==> src/bus_pkg.sv <==
`default_nettype none

package bus_pkg;

	// state of the address tenure as the memory target counts it
	typedef enum logic [1:0] {
		addr_idle,
		addr_delay,
		addr_aack_wait,
		addr_aack
	} addr_state_t;

	// states of one processor's bus sequencer
	typedef enum logic [2:0] {
		m_idle,
		m_areq,
		m_ts,
		m_aack,
		m_gap,
		m_dreq,
		m_data
	} master_state_t;

	// which processor owns a bus
	typedef enum logic {
		cpu1,
		cpu2
	} cpu_id_t;

	// transfer type of a snoop push, which is never snooped itself
	localparam logic [4:0] tt_snoop_push = 5'b00110;

	// every data tenure is a fixed burst
	localparam int burst_beats = 4;

	// cycles from TS_ before AACK_ or a held TA_ may be asserted
	localparam int aack_min_delay = 3;

	// any nonzero value works as the LFSR start point
	localparam logic [15:0] lfsr_seed = 16'hace1;

endpackage

`default_nettype wire

==> src/choice_lfsr.sv <==
`timescale 1ns/1ps
`default_nettype none

module choice_lfsr import bus_pkg::*; (
	input wire clk,
	input wire reset,
	output logic stall_aack,
	output logic ta_choice,
	output logic drtry_choice
);

	logic [15:0] q;
	logic feedback;

	// taps 16 15 13 4 give the full 65535 cycle sequence
	assign feedback = q[15] ^ q[14] ^ q[12] ^ q[3];

	always_ff @(posedge clk) begin
		if (reset)
			q <= lfsr_seed;
		else
			q <= {q[14:0], feedback};
	end

	// TA_ is offered most cycles, DRTRY_ only now and then
	assign stall_aack = q[15];
	assign ta_choice = q[10] | q[4];
	assign drtry_choice = q[1] & q[12];

endmodule

`default_nettype wire

==> src/bus_arbiter.sv <==
`timescale 1ns/1ps
`default_nettype none

module bus_arbiter import bus_pkg::*; (
	input wire clk,
	input wire reset,
	input wire abr1_,
	input wire abr2_,
	input wire dbr1_,
	input wire dbr2_,
	input wire ts_,
	input wire dbb_,
	output logic bg1_,
	output logic bg2_,
	output logic dbg1_,
	output logic dbg2_
);

	// the pointer breaks a tie, a lone requester always wins
	function automatic cpu_id_t rr_pick(input logic want1, input logic want2, input cpu_id_t ptr);
		if (want1 && want2)
			return ptr;
		return want1 ? cpu1 : cpu2;
	endfunction

	logic a_busy;
	logic d_busy;
	logic a_owner_req;
	cpu_id_t a_owner;
	cpu_id_t a_ptr;
	cpu_id_t d_ptr;
	cpu_id_t a_pick;
	cpu_id_t d_pick;

	assign a_pick = rr_pick(!abr1_, !abr2_, a_ptr);
	assign d_pick = rr_pick(!dbr1_, !dbr2_, d_ptr);

	// the owner keeps its request up until AACK_, so this marks the open address tenure
	assign a_owner_req = (a_owner == cpu1) ? !abr1_ : !abr2_;

	// address bus: grant, drop the grant on TS_, then wait for the tenure to close
	always_ff @(posedge clk) begin
		if (reset) begin
			bg1_ <= 1'b1;
			bg2_ <= 1'b1;
			a_busy <= 1'b0;
			a_owner <= cpu1;
			a_ptr <= cpu1;
		end else if (!a_busy) begin
			if (!abr1_ || !abr2_) begin
				a_busy <= 1'b1;
				a_owner <= a_pick;
				bg1_ <= (a_pick != cpu1);
				bg2_ <= (a_pick != cpu2);
				// the other master is favored next time
				a_ptr <= (a_pick == cpu1) ? cpu2 : cpu1;
			end
		end else if (!bg1_ || !bg2_) begin
			if (!ts_) begin
				bg1_ <= 1'b1;
				bg2_ <= 1'b1;
			end
		end else if (!a_owner_req) begin
			a_busy <= 1'b0;
		end
	end

	// data bus: the grant goes away once DBB_ is taken, the bus frees when DBB_ rises
	always_ff @(posedge clk) begin
		if (reset) begin
			dbg1_ <= 1'b1;
			dbg2_ <= 1'b1;
			d_busy <= 1'b0;
			d_ptr <= cpu1;
		end else if (!d_busy) begin
			// a retried beat may bring DBB_ back, so never grant over it
			if (dbb_ && (!dbr1_ || !dbr2_)) begin
				d_busy <= 1'b1;
				dbg1_ <= (d_pick != cpu1);
				dbg2_ <= (d_pick != cpu2);
				d_ptr <= (d_pick == cpu1) ? cpu2 : cpu1;
			end
		end else if (!dbg1_ || !dbg2_) begin
			if (!dbb_) begin
				dbg1_ <= 1'b1;
				dbg2_ <= 1'b1;
			end
		end else if (dbb_) begin
			d_busy <= 1'b0;
		end
	end

endmodule

`default_nettype wire

==> src/bus_master.sv <==
`timescale 1ns/1ps
`default_nettype none

module bus_master import bus_pkg::*; (
	input wire clk,
	input wire reset,
	input wire req,
	input wire [4:0] tt_in,
	input wire gbl_in,
	input wire bg_,
	input wire dbg_,
	input wire aack_,
	input wire artry_,
	input wire ta_,
	input wire drtry_,
	output logic abr_,
	output logic dbr_,
	output logic ts,
	output logic [4:0] tt,
	output logic gbl_,
	output logic dbb,
	output logic done
);

	master_state_t state;
	logic [4:0] tt_q;
	logic gbl_q;
	logic artry_seen;
	logic [2:0] beats;
	logic ta_q;
	logic in_addr;
	logic ta_hit;
	logic retract;
	logic finish;

	// the address tenure runs from the TS cycle to the AACK cycle
	assign in_addr = (state == m_ts) || (state == m_aack);
	assign ta_hit = (state == m_data) && !ta_;
	// DRTRY_ right after our TA_ takes that beat back
	assign retract = ta_q && !drtry_;
	// the last beat only counts once DRTRY_ stays negated behind it
	assign finish = ta_q && drtry_ && (beats == 3'(burst_beats));

	always_ff @(posedge clk) begin
		if (reset) begin
			state <= m_idle;
			artry_seen <= 1'b0;
			beats <= 3'd0;
			ta_q <= 1'b0;
			done <= 1'b0;
		end else begin
			done <= 1'b0;
			ta_q <= ta_hit && !finish;
			case (state)
			m_idle: if (req) state <= m_areq;
			m_areq: if (!bg_) state <= m_ts;
			m_ts: state <= m_aack;
			m_aack: if (!aack_) state <= (artry_seen || !artry_) ? m_gap : m_dreq;
			// one cycle with the request down lets the arbiter rotate
			m_gap: state <= m_areq;
			m_dreq: if (!dbg_) begin
				state <= m_data;
				beats <= 3'd0;
			end
			m_data: if (finish) begin
				state <= m_idle;
				done <= 1'b1;
			end else begin
				beats <= beats + {2'b00, ta_hit} - {2'b00, retract};
			end
			default: state <= m_idle;
			endcase
			// any ARTRY_ inside the tenure forces a new one
			if (in_addr && !artry_)
				artry_seen <= 1'b1;
			if (state == m_aack && !aack_)
				artry_seen <= 1'b0;
		end
	end

	// command attributes are held for the retries too
	always_ff @(posedge clk) begin
		if (state == m_idle && req) begin
			tt_q <= tt_in;
			gbl_q <= gbl_in;
		end
	end

	assign abr_ = !((state == m_areq) || in_addr);
	assign ts = (state != m_ts);
	assign tt = in_addr ? tt_q : 5'd0;
	// a snoop push goes out non-global so the target does not hold TA_
	assign gbl_ = !(in_addr && gbl_q && (tt_q != tt_snoop_push));
	assign dbr_ = (state != m_dreq);
	assign dbb = (state != m_data);

endmodule

`default_nettype wire

==> src/mem_target.sv <==
`timescale 1ns/1ps
`default_nettype none

module mem_target import bus_pkg::*; (
	input wire clk,
	input wire reset,
	input wire ts_,
	input wire [4:0] tt,
	input wire gbl_,
	input wire artry_,
	input wire dbb_,
	input wire bg1_,
	input wire bg2_,
	input wire dbg1_,
	input wire stall_aack,
	input wire ta_choice,
	input wire drtry_choice,
	output logic aack_,
	output logic ta_,
	output logic drtry_
);

	addr_state_t addr_state;
	logic hold_ta;
	cpu_id_t next_addr_master;
	cpu_id_t addr_master_q;
	cpu_id_t addr_master;
	cpu_id_t data_master;
	logic valid_artry;
	logic must_delay_ta;
	logic ta_reg_;

	// AACK_ may come no sooner than aack_min_delay cycles after TS_
	// the count is idle, delay, then aack_wait which may stall before aack
	// hold_ta covers the same window so a TA_ on the same tenure is not early
	// a snoop push is never snooped, so it leaves hold_ta alone
	always_ff @(posedge clk) begin
		if (reset) begin
			addr_state <= addr_idle;
			hold_ta <= 1'b0;
		end else begin
			case (addr_state)
			addr_idle: if (!ts_) begin
				addr_state <= addr_delay;
				if (tt != tt_snoop_push)
					hold_ta <= 1'b1;
			end
			addr_delay: addr_state <= addr_aack_wait;
			addr_aack_wait: begin
				// this is the first cycle AACK_ could have come, so TA_ is free now
				hold_ta <= 1'b0;
				addr_state <= stall_aack ? addr_aack_wait : addr_aack;
			end
			addr_aack: addr_state <= addr_idle;
			default: addr_state <= addr_idle;
			endcase
		end
	end

	assign aack_ = (addr_state == addr_aack) ? 1'b0 : 1'b1;

	// the last grant seen tells who drives the next TS_
	always_ff @(posedge clk) begin
		if (reset)
			next_addr_master <= cpu1;
		else if (!bg1_)
			next_addr_master <= cpu1;
		else if (!bg2_)
			next_addr_master <= cpu2;
	end

	// the address master is whoever last asserted TS_, including the TS_ cycle
	always_ff @(posedge clk) begin
		if (reset)
			addr_master_q <= cpu1;
		else if (!ts_)
			addr_master_q <= next_addr_master;
	end

	assign addr_master = !ts_ ? next_addr_master : addr_master_q;

	// the data master is sampled from the grant until DBB_ is taken
	always_ff @(posedge clk) begin
		if (reset)
			data_master <= cpu1;
		else if (dbb_)
			data_master <= !dbg1_ ? cpu1 : cpu2;
	end

	// with split buses an ARTRY_ only matters to the tenure whose data is on the bus
	assign valid_artry = !artry_ && (data_master == addr_master);

	// when the address tenure of another master runs, its snoop window already
	// gives enough delay, so only the same master has to wait
	assign must_delay_ta = (data_master == addr_master) && hold_ta && !gbl_;

	// TA_ only inside a data tenure, which DRTRY_ keeps open
	assign ta_ = ((!dbb_ || !drtry_) && !valid_artry && !must_delay_ta) ? ta_reg_ : 1'b1;

	always_ff @(posedge clk) begin
		if (reset)
			ta_reg_ <= 1'b1;
		else
			ta_reg_ <= !ta_choice;
	end

	// DRTRY_ may only follow a TA_, and once low it stays low until the next TA_
	// the transfer type is ignored here even though writes never see DRTRY_
	always_ff @(posedge clk) begin
		if (reset)
			drtry_ <= 1'b1;
		else if (valid_artry)
			drtry_ <= 1'b1;
		else if (!ta_)
			drtry_ <= !drtry_choice;
		else if (!drtry_)
			drtry_ <= 1'b0;
		else
			drtry_ <= 1'b1;
	end

endmodule

`default_nettype wire

==> src/bus_top.sv <==
`timescale 1ns/1ps
`default_nettype none

module bus_top (
	input wire clk,
	input wire reset,
	input wire cpu1_req,
	input wire [4:0] cpu1_tt,
	input wire cpu1_gbl,
	input wire cpu2_req,
	input wire [4:0] cpu2_tt,
	input wire cpu2_gbl,
	input wire artry_,
	output wire cpu1_done,
	output wire cpu2_done,
	output wire ts_,
	output wire [4:0] tt,
	output wire gbl_,
	output wire aack_,
	output wire ta_,
	output wire drtry_,
	output wire dbb_,
	output wire bg1_,
	output wire bg2_,
	output wire dbg1_
);

	wire abr1_;
	wire abr2_;
	wire dbr1_;
	wire dbr2_;
	wire dbg2_;
	wire m1_ts;
	wire m2_ts;
	wire [4:0] m1_tt;
	wire [4:0] m2_tt;
	wire m1_gbl_;
	wire m2_gbl_;
	wire m1_dbb;
	wire m2_dbb;
	wire stall_aack;
	wire ta_choice;
	wire drtry_choice;

	// open drain bus lines, any master pulling low wins
	assign ts_ = m1_ts & m2_ts;
	assign dbb_ = m1_dbb & m2_dbb;
	assign gbl_ = m1_gbl_ & m2_gbl_;
	// an idle master drives zero on TT
	assign tt = m1_tt | m2_tt;

	bus_arbiter i_arbiter (
		.clk(clk), .reset(reset),
		.abr1_(abr1_), .abr2_(abr2_), .dbr1_(dbr1_), .dbr2_(dbr2_),
		.ts_(ts_), .dbb_(dbb_),
		.bg1_(bg1_), .bg2_(bg2_), .dbg1_(dbg1_), .dbg2_(dbg2_)
	);

	bus_master i_master1 (
		.clk(clk), .reset(reset),
		.req(cpu1_req), .tt_in(cpu1_tt), .gbl_in(cpu1_gbl),
		.bg_(bg1_), .dbg_(dbg1_), .aack_(aack_), .artry_(artry_),
		.ta_(ta_), .drtry_(drtry_),
		.abr_(abr1_), .dbr_(dbr1_), .ts(m1_ts), .tt(m1_tt), .gbl_(m1_gbl_),
		.dbb(m1_dbb), .done(cpu1_done)
	);

	bus_master i_master2 (
		.clk(clk), .reset(reset),
		.req(cpu2_req), .tt_in(cpu2_tt), .gbl_in(cpu2_gbl),
		.bg_(bg2_), .dbg_(dbg2_), .aack_(aack_), .artry_(artry_),
		.ta_(ta_), .drtry_(drtry_),
		.abr_(abr2_), .dbr_(dbr2_), .ts(m2_ts), .tt(m2_tt), .gbl_(m2_gbl_),
		.dbb(m2_dbb), .done(cpu2_done)
	);

	choice_lfsr i_lfsr (
		.clk(clk), .reset(reset),
		.stall_aack(stall_aack), .ta_choice(ta_choice), .drtry_choice(drtry_choice)
	);

	mem_target i_target (
		.clk(clk), .reset(reset),
		.ts_(ts_), .tt(tt), .gbl_(gbl_), .artry_(artry_), .dbb_(dbb_),
		.bg1_(bg1_), .bg2_(bg2_), .dbg1_(dbg1_),
		.stall_aack(stall_aack), .ta_choice(ta_choice), .drtry_choice(drtry_choice),
		.aack_(aack_), .ta_(ta_), .drtry_(drtry_)
	);

endmodule

`default_nettype wire

==> config.mk <==
export PLATFORM = sky130hd
export DESIGN_NAME = bus_top
export DESIGN_NICKNAME = d
export VERILOG_FILES = /design/src/bus_pkg.sv /design/src/choice_lfsr.sv /design/src/bus_arbiter.sv /design/src/bus_master.sv /design/src/mem_target.sv /design/src/bus_top.sv
export SDC_FILE = /design/constraint.sdc
export NUM_CORES = 1
export LEC_CHECK = 0
export BUFFER_PORTS_ARGS = -buffer_cell sky130_fd_sc_hd__clkbuf_2
export CAP_MARGIN = 0
export CORE_ASPECT_RATIO = 1.25
export CORE_MARGIN = 10
export CORE_UTILIZATION = 55
export DETAILED_ROUTE_END_ITERATION = 8
export PLACE_DENSITY = 0.76
export SYNTH_ARGS = -nofsm -noshare
export SYNTH_HDL_FRONTEND = slang
export SYNTH_SLANG_ARGS = --single-unit
==> constraint.sdc <==
create_clock -name clk -period 4 [get_ports clk]
set_input_delay 1 -clock clk [delete_from_list [all_inputs] [get_ports clk]]
set_output_delay 1 -clock clk [all_outputs]
set_load 0.1 [all_outputs]
== Word level (Yosys, flattened, before mapping) ==
Cells that the tools add are included.

* Add/sub/neg operators: 4
* Eq/ne operators: 45
* Multiplexer cells: 67
* Bitwise logic cells: 16
* Reduce and logical (&&, ||, !) cells: 81

{| class="wikitable"
|+ Operators by type and width
! kind !! number
|-
| $mux 1 || 44
|-
| $mux 3 || 14
|-
| $pmux 3 s7 || 2
|-
| $ne 2x2->1 const B || 15
|-
| $logic_and 1x1->1 || 28
|-
| $eq 3x3->1 const B || 8
|-
| $logic_not 1->1 || 19
|-
| $ne 5x3->1 const B || 3
|-
| $reduce_and 3->1 || 5
|-
| $eq 3x2->1 const B || 4
|-
| $ne 3x3->1 const B || 4
|-
| $pmux 3 s2 || 2
|-
| $reduce_or 2->1 || 6
|-
| $logic_or 1x1->1 || 11
|-
| $mux 5 || 2
|-
| $reduce_and 5->1 || 2
|-
| $reduce_bool 2->1 || 5
|-
| $pmux 2 s4 || 1
|-
| $not 1->1 || 7
|-
| $add 3x1->3 || 2
|-
| $eq 3x1->1 const B || 2
|-
| $logic_not 3->1 || 2
|-
| $ne 2x1->1 const B || 3
|-
| $ne 3x2->1 const B || 2
|-
| other kinds (12) || 20
|}

* Register bits: 63
* Bits of input ports: 17
* Output and inout bits: 16
* Logic and storage cells: 244

== Logic depth before layout (Yosys ltp) ==
* Depth in word-level cells: 17
* Depth in mapped cells: 13
* Depth with buffers taken out: 12

== Hierarchy ==
A second synthesis with hierarchy kept.

* Cell total of the unflattened synthesis: 306
* Area, all modules: 3,072.9 sq um

{| class="wikitable"
|+ Modules (own cells, without submodules)
! module !! times used !! cells an instance !! area each (sq um) !! seq. area each (sq um)
|-
| bus_master || 2 || 82 || 855.8 || 360.3
|-
| choice_lfsr || 1 || 38 || 471.7 || 320.3
|-
| bus_arbiter || 1 || 50 || 424.2 || 180.2
|-
| mem_target || 1 || 46 || 415.4 || 160.2
|-
| bus_top || 1 || 8 || 50.0 || 0.0
|}

== Least setup slack after synthesis ==
No wires, ideal clock.

* Path kind: register to register
* Start: register i_target.drtry_
* End: register i_master1.beats[2]
* Arrival time: 4,244 ps
* Path slack: -314 ps
* Stages on the path, launching flop included: 11
* Buffers on the path: 0
* Path through: dfxtp_1 and3_2 nor3_1 a211oi_2 nor2_1 ha_1 inv_1 fa_1 xor2_1 or3b_2 a21oi_1

* Cells in the longest elaborated chain, start to end: 11
* Elaborated cells on any way between the ends: 16
* Classes of those cells: 2 x add/sub; 1 x eq/ne; 3 x mux; 10 x reduce/logical

{| class="wikitable"
|+ Ends and longest elaborated chain
! what !! RTL line !! text
|-
| from (decl) || mem_target.sv:20 || <nowiki>output logic drtry_</nowiki>
|-
| from (signal assigned) || mem_target.sv:115 || <nowiki>drtry_ <= !drtry_choice;</nowiki>
|-
| $logic_not 1->1 || mem_target.sv:98 || <nowiki>assign ta_ = ((!dbb_ || !drtry_) && !valid_artry && !must_delay_ta) ? ta_reg_ : 1'b1;</nowiki>
|-
| $logic_or 1x1->1 || mem_target.sv:98 ||
|-
| $logic_and 1x1->1 (2 in a row) || mem_target.sv:98 ||
|-
| $mux 1 || mem_target.sv:98 ||
|-
| named net ta_ || bus_top.sv:20 || <nowiki>output wire ta_,</nowiki>
|-
| $logic_not 1->1 || - ||
|-
| $logic_and 1x1->1 || bus_master.sv:38 || <nowiki>assign ta_hit = (state == m_data) && !ta_;</nowiki>
|-
| $add 3x1->3 || bus_master.sv:69 || <nowiki>beats <= beats + {2'b00, ta_hit} - {2'b00, retract};</nowiki>
|-
| $sub 3x1->3 || bus_master.sv:69 ||
|-
| $mux 3 || bus_master.sv:65 || <nowiki>m_data: if (finish) begin</nowiki>
|-
| $pmux 3 s2 || bus_master.sv:54 || <nowiki>case (state)</nowiki>
|-
| to (signal assigned) || bus_master.sv:69 ||
|-
| to (decl) || bus_master.sv:29 || <nowiki>logic [2:0] beats;</nowiki>
|}

The timed path passes the listed nets, and every way through them passes these cells. The select of a mux whose other input is x is not followed.
A chain may end at the register's enable or synchronous reset.

== Worst setup path in the final report ==
* Start: register i_master2.state[1]
* End: output port ta_

* Cells in the longest elaborated chain, start to end: 11
* Elaborated cells on any way between the ends: 24
* Classes of those cells: 5 x eq/ne; 2 x mux; 3 x bitwise; 14 x reduce/logical

{| class="wikitable"
|+ Ends and longest elaborated chain
! what !! RTL line !! text
|-
| from (decl) || bus_master.sv:25 || <nowiki>master_state_t state;</nowiki>
|-
| from (signal assigned) || bus_master.sv:46 || <nowiki>state <= m_idle;</nowiki>
|-
| from (signal assigned) || bus_master.sv:55 || <nowiki>m_idle: if (req) state <= m_areq;</nowiki>
|-
| from (signal assigned) || bus_master.sv:56 || <nowiki>m_areq: if (!bg_) state <= m_ts;</nowiki>
|-
| $eq 3x2->1 || bus_master.sv:37 || <nowiki>assign in_addr = (state == m_ts) || (state == m_aack);</nowiki>
|-
| $logic_or 1x1->1 || bus_master.sv:37 ||
|-
| $logic_and 1x1->1 (2 in a row) || bus_master.sv:93 || <nowiki>assign gbl_ = !(in_addr && gbl_q && (tt_q != tt_snoop_push));</nowiki>
|-
| $logic_not 1->1 || bus_master.sv:93 ||
|-
| $and 1x1->1 || bus_top.sv:48 || <nowiki>assign gbl_ = m1_gbl_ & m2_gbl_;</nowiki>
|-
| $logic_not 1->1 || mem_target.sv:95 || <nowiki>assign must_delay_ta = (data_master == addr_master) && hold_ta && !gbl_;</nowiki>
|-
| $logic_and 1x1->1 || mem_target.sv:95 ||
|-
| $logic_not 1->1 || mem_target.sv:98 ||
|-
| $logic_and 1x1->1 (*) || mem_target.sv:98 ||
|-
| $mux 1 (*) || mem_target.sv:98 ||
|-
| to (decl) || bus_top.sv:20 ||
|}

Mark *: on every way between the ends. The rest lies on a longest branch, timed or not.

==> impl_summary.log <==
[metrics] starting density of the core: 0.561
[metrics] Comb power frac: 0.377
[metrics] crit path setup slack, layout: 0.196 ns
[metrics] Reg power frac: 0.371
[metrics] area of the multi-input gates: 1510 um^2
[metrics] H-tree depth reported by CTS: 3
[metrics] most common cell after layout, fill and taps aside: sky130_fd_sc_hd__dfxtp_1
[metrics] number of buffers on the longest clock path: 2
[metrics] Clk network pwr share: 0.252
[metrics] average routed wire per standard cell: approximately 15 um
[metrics] share of the yosys chip area belonging to registers: 0.458
[metrics] gp weighted congestion: 0.908
[metrics] final critical path time including I/O delays and setup: 3.80 ns
[metrics] number of antenna repair diodes: 0
[metrics] number of search-and-repair iterations in the first detailed-routing pass: 4
[metrics] Total Neg Setup Slack: 0 ns
[metrics] Global Route Usage Sum: 0.145
[metrics] Detailed Route WL: 6.21 mm
[metrics] number of vias after detailed routing: 2341
[metrics] share of the cycle needed by the critical path after routing: 0.951
[metrics] Gate Count Post-Synth: 312
[metrics] FF+latch area: 1380 um^2
[metrics] fill count: approximately 470
[metrics] most frequent cells in the layout: 51 x sky130_fd_sc_hd__dfxtp_1, 32 x sky130_fd_sc_hd__clkbuf_2, 23 x sky130_fd_sc_hd__nor2_1
[metrics] overall die area: 8860 um^2
[metrics] sw frac: 0.423
[metrics] TritonCTS Buffers: 9
[metrics] capturing element type of the critical path: output pin
[metrics] setup repair after global routing missed its margin: false
[metrics] worst-case headroom to the max-slew limit: 0.215
[metrics] count of endpoints failing setup in the final report: 0
[metrics] instance area after placement: approximately 3200 um^2
[metrics] clock latency of the later-clocked register in the worst-skew pair: 0.35 ns
[metrics] via count of the first global-routing pass: about 2300
[metrics] total of warnings raised by yosys: 0
[metrics] drc violations: 0
[metrics] post-synthesis cell type count: 60
[metrics] Die X: 86.2 um
[metrics] Startpoint Class: flip-flop
[metrics] transition time of the tightest slew-check pin: 1.16 ns
[metrics] Synth Net Count: approximately 340
[metrics] layout cells sized above 1: 0.197
[metrics] setup clock skew after layout: about 0.009 ns
[metrics] number of synthesized register bits: 63
[metrics] worst hold path cell count: 1
[metrics] crit path max fanout: 16
[metrics] die boundary height: 103 um
[metrics] proportion of synthesized flip-flops having asynchronous set or reset: 0
[metrics] number of slew-limit violations in the final report: 0
[metrics] num rows: 30
[metrics] first-pass GRT wire length: roughly 10 mm
[metrics] IR Drop Worst-Case VDD: 667 uV
[metrics] Post-synth EDFFs: 12
[metrics] Top Ports: 33
[metrics] path type of the worst setup path: reg2out
[metrics] number of post-CTS setup repair buffers: 0
[metrics] antenna-violating nets left: 0
[metrics] final design utilization: 0.639
[metrics] fraction of post-synthesis cell area in the top cell type by area: 0.339
[metrics] Final Hold Vio Count: 0
[metrics] Clock Sinks: 63
[metrics] dominant cell type by area after synthesis: sky130_fd_sc_hd__dfxtp_1
[metrics] largest net degree at the start of global routing: 55
[metrics] CP arrival: 2.80 ns
[metrics] cts repair resizes: 0
[metrics] max-cap viol count: 0
[metrics] total of hold buffers inserted after clock tree synthesis: 0
[metrics] Worst R2R Path Depth: 11
[metrics] pre-CTS setup slack: ~0.61 ns
[metrics] internal power: around 1400 uW
[metrics] NumNets Final: 368
[metrics] number of vias per cell: 5.71
[metrics] outcome: completed
[metrics] average size of a mapped cell: approximately 9.7 um^2
[metrics] Achievable Freq: between 200 and 300 MHz
[metrics] Mapped Area: 3010 um^2
[metrics] post-route total power: 2420 uW
[metrics] Min-Delay Path Class: reg2reg
[metrics] summed area of non-filler cells in the final layout: 3430 um^2
[metrics] Root Buffer: sky130_fd_sc_hd__clkbuf_8
[metrics] # port buffers: 32
[metrics] CTS tree: built
[metrics] Detailed Route Iter0 Violations: between 150 and 200
[metrics] area of the core: 5370 um^2
[metrics] clock transition time at the flip-flop clock pins of the worst setup and hold paths: 0.07 ns
[metrics] most frequently used flop master after synthesis: sky130_fd_sc_hd__dfxtp_1
[metrics] leading post-synthesis cells by cell area: sky130_fd_sc_hd__dfxtp_1 34%, sky130_fd_sc_hd__edfxtp_1 12%, sky130_fd_sc_hd__ha_1 3.3%
[metrics] power dissipated by switching net loads: 1030 uW
[metrics] number of antenna violations at the first check in global routing: 0
[metrics] global route total overflow: 0
[metrics] leakage component of the power: approximately 0.0014 uW
[metrics] detailed-placement wirelength estimate: roughly 4.4 mm
[metrics] power per standard cell area: 706 nW/um^2
[metrics] area overhead of the layout relative to synthesis: 13.9%
[metrics] CP Data Required Time: approximately 3.0 ns
==> cells by family after synthesis <==
group / Yosys count / synth area share
XOR/XNOR: 5 / 0.0145
buffers and inverters: 32 / 0.0419
multiplexers: 7 / 0.0233
AND/OR/NAND/NOR: 124 / 0.242
adder cells (fa/ha/maj): 10 / 0.0465
flip-flops: 63 / 0.458
AO/OA/AOI/OAI: 71 / 0.174
==> Yosys cell counts (all sizes together) (3+ instances only) <==
cell / count
or3b: 3
edfxtp: 12
a21boi: 3
xor2: 4
nand2b: 6
ha: 8
or2: 11
nor4: 3
or3: 4
nand2: 16
a22o: 3
nor2: 23
o21ai: 9
inv: 17
nand3: 3
dfxtp: 51
nor4b: 3
a21oi: 19
mux2i: 7
nand3b: 11
nor3: 7
a211oi: 7
and3: 3
o21bai: 5
buf: 3
nor3b: 4
nor2b: 16
clkbuf: 12
==> critical path, stage by stage, from the launching register on <==
cell and delay (ns):
sky130_fd_sc_hd__dfxtp_1 0.59, sky130_fd_sc_hd__nor2b_1 0.52, sky130_fd_sc_hd__o211a_1 0.26, sky130_fd_sc_hd__o21ai_0 0.17, sky130_fd_sc_hd__a211oi_4 0.38, sky130_fd_sc_hd__clkbuf_2 0.53
==> final timing paths <==
check / startpoint / end / slack (ns)
max: i_master2.state[1] / ta_ / 0.20
min: i_lfsr.q[6] / i_lfsr.q[7] / 0.42
max reg2reg: i_master2.state[1] / i_master1.beats[2] / 0.67
min reg2reg: i_lfsr.q[6] / i_lfsr.q[7] / 0.42
==> metrics by stage <==
stage          cells  hold WS [ns]
6_report         410         0.415
5_1_grt          410         0.436
4_1_cts          410         0.419
3_5_place_dp     394         0.404
3_3_place_gp     394         0.392
2_1_floorplan    312         0.389
==> routing by layer <==
metal | up-vias | global-route usage | routed length, um
met1 | 1098 | 0.165 | 2720
met2 | 53 | 0.240 | 3020
met3 | 12 | 0.0451 | 298
met4 | 0 | 0.0762 | 165
met5 | - | 0 | 0
li1 | 1178 | - | -
==> state kept, by name (all words and copies together) (netlist names), 2 cells and up <==
signal / count
i_master2.state: 3
i_lfsr.q: 16
i_master1.state: 3
i_master1.tt_q: 5
i_master2.beats: 3
i_target.addr_state: 2
i_master1.beats: 3
i_master2.tt_q: 5
==> power groups by stage <==
stage / registers [uW] / clock network [uW] / logic (uW)
final: 899 / 612 / 914
after global routing: 920 / 648 / 988
after CTS: 898 / 616 / 920
after detailed placement: 911 / 0 / 917
after global placement: 905 / 0 / 907
after floorplan: 908 / 0 / 764
==> area by class of cell <==
class | count | area share
inverters | 17 | 0.0186
repair buffers | 33 | 0.0489
flip-flops and latches | 63 | 0.402
clock buffers | 12 | 0.0514
well taps | 64 | 0.0233
multi-input cells | 217 | 0.441
clock inverters | 4 | 0.0146
Power figures use the tool's default switching activity.
